[config.mk]
export PLATFORM = sky130hd
export DESIGN_NAME = ntt_ctrl_top
export DESIGN_NICKNAME = d
export VERILOG_FILES = /design/src/hdl/ntt_ctrl_pkg.sv /design/src/hdl/load_timer.sv /design/src/hdl/iter_sequencer.sv /design/src/hdl/butterfly_counter.sv /design/src/hdl/ctrl_decode.sv /design/src/hdl/ntt_ctrl_top.sv
export VERILOG_INCLUDE_DIRS = /design/src /design/src/include
export SDC_FILE = /design/constraint.sdc
export NUM_CORES = 1
export LEC_CHECK = 0
export BUFFER_PORTS_ARGS = -buffer_cell sky130_fd_sc_hd__buf_4
export CORE_MARGIN = 2
export CORE_UTILIZATION = 35
export CTS_BUF_LIST = sky130_fd_sc_hd__clkbuf_4
export CTS_CLUSTER_DIAMETER = 50
export CTS_CLUSTER_SIZE = 25
export DETAILED_ROUTE_END_ITERATION = 10
export SETUP_SLACK_MARGIN = 0.05
export SKIP_LAST_GASP = 1
export SLEW_MARGIN = 20
export SYNTH_ARGS = -nofsm -noshare
export SYNTH_HDL_FRONTEND = slang
export SYNTH_SLANG_ARGS = --single-unit
[constraint.sdc]
create_clock -name clk -period 2.3 [get_ports clk]
set_input_delay 0.345 -clock clk [delete_from_list [all_inputs] [get_ports clk]]
set_output_delay 0.345 -clock clk [all_outputs]
set_load 0.05 [all_outputs]
[src/include/ntt_ctrl_defines.svh]
`ifndef NTT_CTRL_DEFINES_SVH
`define NTT_CTRL_DEFINES_SVH

// coefficient load interval in cycles
`define NTT_DEGREE 32

`define CNT_W 8

// butterfly reads per iteration
`define BU_PER_ITER 16
`define BU_PER_ITER_LAST 8

// group lengths for iterations 1 and 2
`define GROUP_LEN_1 1
`define GROUP_LEN_2 8

// pipeline drain after each iteration
`define DRAIN_0 12
`define DRAIN_1 12
`define DRAIN_2 12
`define DRAIN_3 2

// twiddle depth
`define LAST_DEPTH 5
`define DEPTH_W 4

`endif

[src/hdl/ntt_ctrl_pkg.sv]
`include "ntt_ctrl_defines.svh"

package ntt_ctrl_pkg;

    // controller phase
    typedef enum logic [2:0] {
        RESET,
        LOAD,
        ITER,
        DRAIN,
        DONE
    } ctrl_phase_e;

    // twiddle factor generator controls
    typedef struct packed {
        logic                init_base;
        logic                init_const;
        logic                ren;
        logic                wen;
        logic [`DEPTH_W-1:0] depth;
    } tf_ctrl_t;

    // coefficient memory controls
    typedef struct packed {
        logic r_enable;
        logic w_enable;
        logic last_stage;
    } mem_ctrl_t;

    // address generator enables
    typedef struct packed {
        logic enable;
        logic enable_k2;
    } agu_ctrl_t;

endpackage

[src/hdl/load_timer.sv]
`include "ntt_ctrl_defines.svh"

module load_timer (
    input  logic clk,
    input  logic rst,
    output logic load_done
);

    logic [`CNT_W-1:0] load_cnt;

    // counts up to NTT_DEGREE, then parks
    always_ff @(posedge clk or posedge rst) begin
        if (rst) begin
            load_cnt  <= '0;
            load_done <= 1'b0;
        end else begin
            if (load_cnt == `CNT_W'(`NTT_DEGREE)) begin
                load_done <= 1'b1;
            end else begin
                load_cnt <= load_cnt + 1'b1;
            end
        end
    end

    // sticky once set
    load_done_sticky: assert property (
        @(posedge clk) disable iff (rst)
        load_done |=> load_done
    );

endmodule

[src/hdl/iter_sequencer.sv]
`include "ntt_ctrl_defines.svh"

module iter_sequencer (
    input  logic                      clk,
    input  logic                      rst,
    input  logic                      load_done,
    input  logic                      last_read,
    output ntt_ctrl_pkg::ctrl_phase_e phase,
    output logic [1:0]                iter
);

    import ntt_ctrl_pkg::*;

    logic [`CNT_W-1:0] drain_cnt;
    logic [`CNT_W-1:0] drain_len;

    // drain length of the current iteration
    always_comb begin
        case (iter)
            2'd0: begin
                drain_len = `CNT_W'(`DRAIN_0);
            end
            2'd1: begin
                drain_len = `CNT_W'(`DRAIN_1);
            end
            2'd2: begin
                drain_len = `CNT_W'(`DRAIN_2);
            end
            default: begin
                drain_len = `CNT_W'(`DRAIN_3);
            end
        endcase
    end

    always_ff @(posedge clk or posedge rst) begin
        if (rst) begin
            phase     <= RESET;
            iter      <= 2'd0;
            drain_cnt <= '0;
        end else begin
            case (phase)
                RESET: begin
                    phase <= LOAD;
                end
                LOAD: begin
                    if (load_done) begin
                        phase <= ITER;
                        iter  <= 2'd0;
                    end
                end
                ITER: begin
                    // last read seen, start the drain
                    if (last_read) begin
                        phase     <= DRAIN;
                        drain_cnt <= drain_len - 1'b1;
                    end
                end
                DRAIN: begin
                    if (drain_cnt == '0) begin
                        if (iter == 2'd3) begin
                            phase <= DONE;
                        end else begin
                            phase <= ITER;
                            iter  <= iter + 2'd1;
                        end
                    end else begin
                        drain_cnt <= drain_cnt - 1'b1;
                    end
                end
                DONE: begin
                    phase <= DONE;
                end
                default: begin
                    phase <= RESET;
                end
            endcase
        end
    end

    // last iteration is terminal
    iter_no_wrap: assert property (
        @(posedge clk) disable iff (rst)
        (iter == 2'd3) |=> (iter == 2'd3)
    );

endmodule

[src/hdl/butterfly_counter.sv]
`include "ntt_ctrl_defines.svh"

module butterfly_counter (
    input  logic                      clk,
    input  logic                      rst,
    input  ntt_ctrl_pkg::ctrl_phase_e phase,
    input  logic [1:0]                iter,
    input  logic                      rd_fire,
    output logic                      last_read,
    output logic                      wb_window
);

    import ntt_ctrl_pkg::*;

    logic [`CNT_W-1:0] rd_cnt;
    logic [`CNT_W-1:0] grp_pos;
    logic [`CNT_W-1:0] grp_idx;
    logic [`CNT_W-1:0] rd_target;
    logic [`CNT_W-1:0] grp_len;
    logic              grp_end;

    // iteration 3 has the short read count
    assign rd_target = (iter == 2'd3) ? `CNT_W'(`BU_PER_ITER_LAST) : `CNT_W'(`BU_PER_ITER);
    assign grp_len   = (iter == 2'd2) ? `CNT_W'(`GROUP_LEN_2) : `CNT_W'(`GROUP_LEN_1);
    assign grp_end   = (grp_pos == grp_len - 1'b1);

    assign last_read = rd_fire && (rd_cnt == rd_target - 1'b1);

    // twiddle write-back window per iteration
    always_comb begin
        case (iter)
            2'd1: begin
                wb_window = grp_end &&
                    (grp_idx != `CNT_W'(`BU_PER_ITER / `GROUP_LEN_1 - 1));
            end
            2'd2: begin
                wb_window = (grp_idx == `CNT_W'(1));
            end
            2'd3: begin
                wb_window = (rd_cnt >= `CNT_W'(2));
            end
            default: begin
                wb_window = 1'b0;
            end
        endcase
    end

    always_ff @(posedge clk or posedge rst) begin
        if (rst) begin
            rd_cnt  <= '0;
            grp_pos <= '0;
            grp_idx <= '0;
        end else begin
            if (phase == DRAIN) begin
                rd_cnt  <= '0;
                grp_pos <= '0;
                grp_idx <= '0;
            end else if (rd_fire) begin
                rd_cnt <= rd_cnt + 1'b1;
                if (grp_end) begin
                    grp_pos <= '0;
                    grp_idx <= grp_idx + 1'b1;
                end else begin
                    grp_pos <= grp_pos + 1'b1;
                end
            end
        end
    end

    // reads only while iterating
    rd_in_iter: assert property (
        @(posedge clk) disable iff (rst)
        rd_fire |-> (phase == ITER)
    );

endmodule

[src/hdl/ctrl_decode.sv]
`include "ntt_ctrl_defines.svh"

module ctrl_decode (
    input  ntt_ctrl_pkg::ctrl_phase_e phase,
    input  logic [1:0]                iter,
    input  logic                      bn_ma_out_en,
    input  logic                      r_enable_out,
    input  logic                      ntt_done,
    input  logic                      wb_window,
    output logic                      rd_fire,
    output ntt_ctrl_pkg::tf_ctrl_t    tf,
    output ntt_ctrl_pkg::mem_ctrl_t   mem,
    output ntt_ctrl_pkg::agu_ctrl_t   agu,
    output logic                      ntt_enable,
    output logic                      done
);

    import ntt_ctrl_pkg::*;

    logic last_iter;

    assign last_iter = (iter == 2'd3);

    always_comb begin
        rd_fire    = 1'b0;
        tf         = '0;
        mem        = '0;
        agu        = '0;
        ntt_enable = 1'b0;
        done       = 1'b0;
        case (phase)
            LOAD: begin
                // twiddle generator init during coefficient load
                tf.init_base  = 1'b1;
                tf.init_const = 1'b1;
            end
            ITER: begin
                rd_fire      = bn_ma_out_en;
                tf.ren       = rd_fire;
                tf.wen       = rd_fire && wb_window;
                mem.r_enable = rd_fire;
                if (rd_fire) begin
                    if (last_iter) begin
                        tf.depth = `DEPTH_W'(`LAST_DEPTH);
                    end else begin
                        tf.depth = `DEPTH_W'(iter);
                    end
                end
                mem.w_enable   = ntt_done;
                mem.last_stage = last_iter;
                ntt_enable     = r_enable_out;
                agu.enable     = !last_iter;
                agu.enable_k2  = last_iter;
            end
            DRAIN: begin
                // flush results still in the butterfly pipe
                mem.w_enable   = 1'b1;
                mem.last_stage = last_iter;
                ntt_enable     = r_enable_out;
            end
            DONE: begin
                done = 1'b1;
            end
            default: begin
                done = 1'b0;
            end
        endcase
    end

endmodule

[src/hdl/ntt_ctrl_top.sv]
`include "ntt_ctrl_defines.svh"

module ntt_ctrl_top (
    input  logic                    clk,
    input  logic                    rst,
    input  logic                    bn_ma_out_en,
    input  logic                    r_enable_out,
    input  logic                    ntt_done,
    output ntt_ctrl_pkg::tf_ctrl_t  tf,
    output ntt_ctrl_pkg::mem_ctrl_t mem,
    output ntt_ctrl_pkg::agu_ctrl_t agu,
    output logic                    ntt_enable,
    output logic                    done
);

    logic                      load_done;
    ntt_ctrl_pkg::ctrl_phase_e phase;
    logic [1:0]                iter;
    logic                      rd_fire;
    logic                      last_read;
    logic                      wb_window;

    load_timer i_load_timer (
        .clk       (clk),
        .rst       (rst),
        .load_done (load_done)
    );

    iter_sequencer i_iter_sequencer (
        .clk       (clk),
        .rst       (rst),
        .load_done (load_done),
        .last_read (last_read),
        .phase     (phase),
        .iter      (iter)
    );

    butterfly_counter i_butterfly_counter (
        .clk       (clk),
        .rst       (rst),
        .phase     (phase),
        .iter      (iter),
        .rd_fire   (rd_fire),
        .last_read (last_read),
        .wb_window (wb_window)
    );

    ctrl_decode i_ctrl_decode (
        .phase        (phase),
        .iter         (iter),
        .bn_ma_out_en (bn_ma_out_en),
        .r_enable_out (r_enable_out),
        .ntt_done     (ntt_done),
        .wb_window    (wb_window),
        .rd_fire      (rd_fire),
        .tf           (tf),
        .mem          (mem),
        .agu          (agu),
        .ntt_enable   (ntt_enable),
        .done         (done)
    );

endmodule

# ---- Yosys cells after proc, flatten, opt, wreduce, memory -nomap -nowiden
# Index checks and enable logic that the tools add are counted.
dict set report word_totals {
  register_bits 46
  inputBits 5
  output_inout_bits 15
}
dict set report op_classes {
  add_sub_neg 9
  order_cmp 1
  eq_ne 17
  mux 33
  reduce_logical 17
}
# op count
set op_table {}
lappend op_table {{two-way mux 8 bit} 10}
lappend op_table {{adder 8 x 1 -> 8 bit (second input constant)} 4}
lappend op_table {{subtractor 8 x 1 -> 8 bit (second input constant)} 3}
lappend op_table {{two-way mux 3 bit} 6}
lappend op_table {{equality test 8 bit} 2}
lappend op_table {{case mux 8 bit (2 select lines)} 1}
lappend op_table {{case mux 3 bit (5 select lines)} 1}
lappend op_table {{two-way mux 2 bit} 5}
lappend op_table {{inequality test 2 bit (second input constant)} 5}
lappend op_table {{equality test 8 x 1 -> 1 bit (second input constant)} 1}
lappend op_table {{equality test 8 x 6 -> 1 bit (second input constant)} 1}
lappend op_table {{greater-or-equal comparator 8 x 2 -> 1 bit (second input constant)} 1}
lappend op_table {{logical NOT 8 bit} 1}
lappend op_table {{two-way mux 4 bit} 2}
lappend op_table {{inequality test 8 x 4 -> 1 bit (second input constant)} 1}
lappend op_table {{case mux 2 bit (2 select lines)} 2}
lappend op_table {{nonzero test 2 bit} 4}
lappend op_table {{equality test 3 x 2 -> 1 bit (second input constant)} 2}
lappend op_table {{two-way mux 6 bit} 1}
lappend op_table {{AND reduction 3 bit} 2}
lappend op_table {{two-way mux 5 bit} 1}
lappend op_table {{subtractor 4 x 1 -> 5 bit (second input constant)} 1}
lappend op_table {{equality test 2 bit (second input constant)} 2}
lappend op_table {{AND reduction 4 bit} 1}
lappend op_table {{other kinds (13)} 17}

# ---- Depth between registers and ports, before layout
# Gate-level depths: netlist (run 1).
dict set report depth {
  word_depth 8
  depth_mapped 7
  ltp_nobuf 6
}

# ---- Cells and area by module
# A second synthesis (run 1) with hierarchy kept.
dict set report unflattened {
  hier_cells 301
  area_unflattened_um2 2849.0
}
# module instances cells_each area_per_inst_um2
set modules_own_cells {}
lappend modules_own_cells {butterfly_counter 1 150 1403.8}
lappend modules_own_cells {iter_sequencer 1 96 864.6}
lappend modules_own_cells {load_timer 1 35 420.4}
lappend modules_own_cells {ctrl_decode 1 20 160.2}

# ---- Least setup slack after synthesis (run 1)
# OpenSTA, ideal clock, no wires.
dict set report synth_path {
  path_type {register to output}
  start {register i_iter_sequencer.iter[0]}
  end {output port tf[4] (netlist bit)}
  arrival_time_ns 3.008
  required_time_ns 1.955
  path_slack_ns -1.053
  stages_incl_launch_ff 7
  n_path_buf 0
  cell_sequence {dfrtp_1 inv_1 ha_1 or4_4 a211o_1 o221ai_1 nor3b_1}
}
# element line
set synth_rtl {}
lappend synth_rtl {{from (decl)} iter_sequencer.sv:9} ;# output logic [1:0] iter
lappend synth_rtl {{from (signal assigned)} iter_sequencer.sv:64} ;# iter <= iter + 2'd1;
lappend synth_rtl {{to (decl)} ntt_ctrl_top.sv:9} ;# output ntt_ctrl_pkg::tf_ctrl_t tf,

==> reports/metrics.csv, run 1 <==
metric,value,unit
p_per_area,586.9,mW/mm^2
timing.rr.start,i_iter_sequencer.iter[1]$_DFFE_PP0P_,
ys_seq_elements,46,
layout_commonest_cell,buf_4,
cts_buffers,5,
layout_min_cycle_time,2573,ps
crit_fanout,2,
grt_max_degree,25,
num_vias,2204,
leakagePower,1.455,nW
cp.required,1960,ps
postSynth.asyncResetShare,1.000,
yosysSeqAreaShare,0.4273,
insertion_delay,360,ps
setup_viol,6,
root_buffer,clkbuf_4,
hold_buffers,0,
hold_path_class,input pin to asynchronous set/reset pin,
h-tree-depth,2,
setup_ws,-272.8,ps
cp-startpoint,i_iter_sequencer.iter[1]$_DFFE_PP0P_,
rr_endpoint,i_butterfly_counter.grp_idx[5]$_DFFE_PP0P_,
fin_area,0.003287,sq mm
rsz0062_at_grt,true,
cts.sinks,46,
grt_pass1_wl,10290,um
failed_checks,setup timing,
ys_types,56,
wirelength,5977,um
instances_no_fill,428,
syn_avg_cell_area,9.452,sq um
cts_buffer_depth,2,
drt_iter0_drc,130,
fill_cells,741,
start_kind,flop,
first_global_vias,2247,
hold_viol,0,
timing.final.crit_share,1.119,
ant_nets,0,
gr-total-overflow,0,
wl_per_cell,13.96,um
dieArea,0.008414,sq mm
worstMarginPinSlew,531.7,ps
syn_nets,305,
tns,-970.4,ps
ios,20,
arrival,2230,ps
worstSetupPathType,flop to output port,
clkTransAtPathRegs,140,ps
slew_violations,0,
antenna_found_initial,0,
critPathCaptureType,output port,
area_delta_synth_final,22.02,%
cts_tree,done,
worst_clock_skew,9.704,ps
drive_above_1_share,0.2492,
r2r_setup_slack,-240,ps
antenna_cells,0,
synth_edf_count,0,
critical_path.endpoint,tf[4],
rr_worst_depth,9,
maxCapViolations,0,
fin_total_pwr,1.929,mW
hold_ws,9.599,ps
hpwl,4220,um
die_h,91.73,um
status,"complete, but fails checks",
num_rows,31,
core_area,0.007370,sq mm
placedCellCount,412,
place_congestion,0.7763,
slew_headroom,0.6450,
synthCells,285,
ir_drop,215.9,uV
syn_area,0.002694,sq mm
drc,0,
drtPass1Iterations,4,
layout_common_cells,"buf_4, dfrtp_1, nor2_1",
synth_flop_cell,dfrtp_1,
place_area,0.003112,sq mm
vias_per_cell,5.150,
die-width,91.73,um
nNetsFinal,348,
portBuffers,18,
ys_warn_count,0,
start_util,0.3655,
max_freq,388.7,MHz
grt.total_usage,0.1480,
==> metrics by stage <==
step | setup slack, ps | util
final | -272.8 | 0.4460
after global routing | -376.9 | 0.4460
after CTS | -353.0 | 0.4377
after detailed placement | -19.58 | 0.4222
after global placement | 27.53 | 0.4222
after floorplan | -180.9 | -
==> timing repair <==
action / in CTS / in global routing
pin swaps: 9 / 4
buffers inserted: 3 / 5
gates resized for setup: 9 / 7
endpoints found under the setup margin: 8 / 16
==> state kept, by name, indices dropped and copies added (netlist names) <==
name,count
i_iter_sequencer.iter,2
i_iter_sequencer.phase,3
i_load_timer.load_cnt,8
i_butterfly_counter.grp_idx,8
i_butterfly_counter.grp_pos,8
i_butterfly_counter.rd_cnt,8
i_iter_sequencer.drain_cnt,8
i_load_timer.load_done,1
==> final cells by class <==
class,instances,area [sq um],share of cell area
multi-input combinational,212,1498,0.4557
sequential,46,1152,0.3506
timing repair buffer,51,410.4,0.1249
tap,99,123.9,0.03769
inverter,12,48.80,0.01485
clock buffer,6,45.04,0.01370
clock inverter,2,8.758,0.002665
==> power by group <==
group / leakage (nW) / total [mW] / internal, mW / switching (mW)
registers: 0.569 / 1.01 / 0.912 / 0.102
logic: 0.853 / 0.522 / 0.235 / 0.287
clock network: 0.0331 / 0.393 / 0.127 / 0.266
==> critical path, cell delays in order (launching register included) <==
cell,delay (ps)
dfrtp_1,430
ha_4,170
or4_4,410
a211o_1,300
o221ai_2,160
nor3b_4,210
buf_6,180
==> routing by layer <==
metal / global-route usage / part of all wire / vias up
li1: - / - / 1101
met3: 0.02876 / 0.022 / 5
met2: 0.2531 / 0.50 / 23
met1: 0.1905 / 0.47 / 1075
met5: 0 / 0 / -
met4: 0.04229 / 0.0052 / 0
==> how the worst min path moves through the flow <==
stage                                          from  slack, ps                                    endpoint  cells past startpoint
2_1_floorplan  i_load_timer.load_cnt[7]$_DFFE_PP0P_        450        i_load_timer.load_cnt[7]$_DFFE_PP0P_                      1
3_3_place_gp                                    rst        430  i_butterfly_counter.grp_idx[2]$_DFFE_PP0P_                      2
3_5_place_dp                                    rst        440   i_butterfly_counter.rd_cnt[3]$_DFFE_PP0P_                      2
4_1_cts                                         rst         20  i_butterfly_counter.grp_pos[0]$_DFFE_PP0P_                      2
5_1_grt                                         rst         50  i_butterfly_counter.grp_idx[3]$_DFFE_PP0P_                      2
6_report                                        rst         10   i_butterfly_counter.rd_cnt[3]$_DFFE_PP0P_                      2
==> cell families after synthesis <==
logic type / count (synthesis) / synth area share
buffers and inverters: 27 / 0.04319
other: 1 / 0.001392
multiplexers: 4 / 0.01579
XOR/XNOR: 23 / 0.07478
adder cells (fa/ha/maj): 15 / 0.06967
flip-flops: 46 / 0.4273
AND/OR/NAND/NOR: 119 / 0.2397
AO/OA/AOI/OAI: 50 / 0.1282
==> synth_stat cells (2+ instances only) <==
| library cell | number | area share |
|---|---|---|
| a31oi_1 | 3 | 0.0070 |
| buf_4 | 4 | 0.011 |
| o211a_1 | 2 | 0.0074 |
| and2_1 | 6 | 0.014 |
| nor3_1 | 10 | 0.019 |
| xnor2_1 | 16 | 0.052 |
| clkbuf_1 | 10 | 0.014 |
| xor2_1 | 7 | 0.023 |
| and3_1 | 2 | 0.0046 |
| or4_1 | 8 | 0.022 |
| dfrtp_1 | 46 | 0.43 |
| o21ai_0 | 8 | 0.015 |
| mux2_2 | 2 | 0.0084 |
| nor3b_1 | 2 | 0.0056 |
| a21oi_1 | 14 | 0.026 |
| or3_1 | 4 | 0.0093 |
| ha_1 | 15 | 0.070 |
| nand2_1 | 19 | 0.026 |
| nor2_1 | 29 | 0.040 |
| o31ai_1 | 3 | 0.0084 |
| nand3_1 | 13 | 0.024 |
| nor4b_1 | 2 | 0.0065 |
| mux2i_1 | 2 | 0.0074 |
| o21a_1 | 2 | 0.0056 |
| inv_1 | 12 | 0.017 |
| a22o_1 | 3 | 0.0098 |
| nand2b_1 | 5 | 0.012 |
| nand4_1 | 5 | 0.012 |
| nor4_1 | 4 | 0.0093 |
Note: power is estimated with default switching activity, not from simulation.
==> run 2, diff against run 1 <==
--- a/config.mk
+++ b/config.mk
@@ -15,2 +15,3 @@
 export DETAILED_ROUTE_END_ITERATION = 10
+export REMOVE_ABC_BUFFERS = 1
 export SETUP_SLACK_MARGIN = 0.05
==> constraint.sdc (replaced) <==
create_clock -name clk -period 2.3 [get_ports clk]
set_input_delay 0.46 -clock clk [delete_from_list [all_inputs] [get_ports clk]]
set_output_delay 0.46 -clock clk [all_outputs]
set_load 0.05 [all_outputs]
==> run 2 against run 1 <==
  * The run still ends with setup timing left
  * Highest routed layer unchanged
  * Clock skew is 4.9 ps lower
  * Cell count rose by 0.93%
  * Sequential cell count unchanged
  * Count of clock-buffer cells in the layout decreased by 1
  * Design area is 1.7% higher
  * Wire length shrank 0.45%
  * Global-route usage is 0.11 points higher
  * First-iteration DRC count fell by 22%
  * Sequential share of layout area is 0.62 points lower
  * Core utilization rose by 0.75 points
==> reports/metrics.csv, run 2 (same netlist as run 1, synthesis figures left out) <==
metric,value,unit,change
switchingPower,671.7,uW,+2.5%
critical_path.endpoint,tf[4],,
die_h,91.73,um,unchanged
rr_worst_depth,7,,-2
swShare,0.3279,,-0.01171
num_rows,31,,unchanged
portBuffers,18,,unchanged
critPathCaptureType,output port,,
cp-startpoint,i_iter_sequencer.iter[1]$_DFFE_PP0P_,,
post-route-util,0.4535,,+0.007470
insertion_delay,360,ps,about the same
dieArea,0.008414,sq mm,unchanged
ir_drop,300.8,uV,+39%
fin_area,0.003342,sq mm,+1.7%
nNetsFinal,352,,+1.1%
clockPowerShare,0.249,,+0.045
cp.buffers_inverters,1,,unchanged
start_util,0.3655,,unchanged
r2r_setup_slack,-30,ps,+210 ps
timing.final.crit_share,1.184,,+0.06545
drt_iter0_drc,102,,-22%
num_vias,2221,,+0.77%
leakagePower,1.477,nW,+1.5%
hold_buffers,0,,unchanged
rsz0062_at_grt,true,,
core_area,0.007370,sq mm,unchanged
antenna_found_initial,0,,unchanged
max_freq,367.2,MHz,-5.5%
ios,20,,unchanged
die-width,91.73,um,unchanged
p_per_area,612.9,mW/mm^2,+4.4%
grt_pass1_wl,10190,um,-1.0%
grt.total_usage,0.1491,,+0.001054
gr-total-overflow,0,,unchanged
first_global_vias,2103,,-6.4%
layout_common_cells,"buf_4, dfrtp_1, nor2_1",,
maxCapViolations,0,,unchanged
root_buffer,clkbuf_4,,
hpwl,4212,um,-0.19%
pre_cts_slack,-271.6,ps,-252.0 ps
fill_cells,724,,-2.3%
grt_max_degree,47,,+88%
slew_violations,0,,unchanged
antenna_cells,0,,unchanged
cts_buffers,5,,unchanged
critical-path-max-stage-delay,410,ps,-20 ps
drive_above_1_share,0.2583,,+0.009018
drc,0,,unchanged
power.internal,1.377,mW,+8.1%
place_congestion,0.7893,,+1.7%
failed_checks,setup timing,,
wl_per_cell,13.77,um,-1.4%
worstMarginPinSlew,585.8,ps,+54.10 ps
rr_endpoint,i_butterfly_counter.grp_idx[5]$_DFFE_PP0P_,,
crit_fanout,2,,unchanged
clkTransAtPathRegs,140,ps,about the same
vias_per_cell,5.141,,-0.16%
ant_nets,0,,unchanged
worst_clock_skew,4.840,ps,-4.864 ps
status,"complete, but fails checks",,
cts_buffer_depth,2,,unchanged
cp.required,1840,ps,-120 ps
fin_total_pwr,2.048,mW,+6.2%
arrival,2260,ps,+30 ps
combinationalPowerShare,0.256,,-0.015
hold_viol,0,,unchanged
worstSetupPathType,flop to output port,,
layout_min_cycle_time,2723,ps,+150.5 ps
cp_top_family,simple AND/OR/NAND/NOR gates,,
wirelength,5950,um,-0.45%
h-tree-depth,2,,unchanged
path_depth,6,,unchanged
cts.sinks,46,,unchanged
place_area,0.003122,sq mm,+0.32%
p_seq_frac,0.495,,-0.031
cts_tree,done,,
setup_viol,3,,-3
placedCellCount,419,,+1.7%
slew_headroom,0.6095,,-0.03555
layout_commonest_cell,buf_4,,
timing.rr.start,i_iter_sequencer.iter[1]$_DFFE_PP0P_,,
instances_no_fill,432,,+0.93%
hold_path_class,input pin to asynchronous set/reset pin,,
path_cells,"ha_2, or4_4, a211o_1, o221ai_2, nor3b_4, buf_6",,
setup_ws,-423.3,ps,-150.5 ps
cp_slowest_cell,dfrtp_1,,
area_delta_synth_final,24.06,%,
start_kind,flop,,
drtPass1Iterations,4,,unchanged
run 2: cell count changes in the layout (fill, tap and decap cells not counted), sizes merged:
| cell | delta |
|---|---|
| buf | +4 |
| clkinv | -2 |
| clkinvlp | +2 |
| bufinv | +1 |
| clkbuf | -1 |
run 2: per-stage QoR:
step                hold slack (ps)  setup TNS, ps
floorplan                     447.0          -2933
CTS                           245.1         -411.4
detailed placement            467.0         -906.0
global route                  257.7         -769.1
global placement              470.0         -737.8
finish                        217.9         -475.6
run 2: layout make-up:
class / instances / area, sq um / share of cell area
timing repair buffer: 55 / 424.2 / 0.1269
clock buffer: 5 / 37.54 / 0.01123
sequential: 46 / 1151 / 0.3444
inverter: 12 / 48.80 / 0.01460
multi-input combinational: 212 / 1511 / 0.4523
clock inverter: 3 / 45.04 / 0.01348
tap: 99 / 123.9 / 0.03706
run 2: metal layers:
layer	vias to the layer above	GRT usage	share of wire
li1	1106	-	-
met1	1079	0.2068	0.49
met2	31	0.2384	0.47
met3	5	0.02629	0.030
met4	0	0.04478	0.013
met5	-	0	0
run 2: worst min path at each step:
stage / startpoint / end / slack, ps / cells past startpoint
after floorplan: i_load_timer.load_cnt[7]$_DFFE_PP0P_ / i_load_timer.load_cnt[7]$_DFFE_PP0P_ / 450 / 1
after global placement: i_load_timer.load_cnt[7]$_DFFE_PP0P_ / i_load_timer.load_cnt[7]$_DFFE_PP0P_ / 470 / 1
after detailed placement: i_load_timer.load_cnt[7]$_DFFE_PP0P_ / i_load_timer.load_cnt[7]$_DFFE_PP0P_ / 470 / 1
after CTS: rst / i_iter_sequencer.iter[1]$_DFFE_PP0P_ / 250 / 3
after global routing: rst / i_load_timer.load_cnt[1]$_DFFE_PP0P_ / 260 / 3
final: rst / i_load_timer.load_cnt[0]$_DFFE_PP0P_ / 220 / 3
run 2: tightest hold or removal path, cell delays in order:
cell	delay, ps
buf_4	110
inv_2	30
buf_4	470
run 2: power groups by stage:
stage | sequential (mW) | combinational, mW | clock (mW)
6_report | 1.01 | 0.525 | 0.510
5_1_grt | 1.03 | 0.594 | 0.569
4_1_cts | 1.01 | 0.504 | 0.530
3_5_place_dp | 1.03 | 0.492 | 0
3_3_place_gp | 1.03 | 0.479 | 0
2_1_floorplan | 1.02 | 0.327 | 0
run 2: timing repair:
item                                    4_1_cts  5_1_grt
gates resized for setup                       8       15
buffers inserted                              3        2
pin swaps                                    11        2
endpoints found under the setup margin        8       17
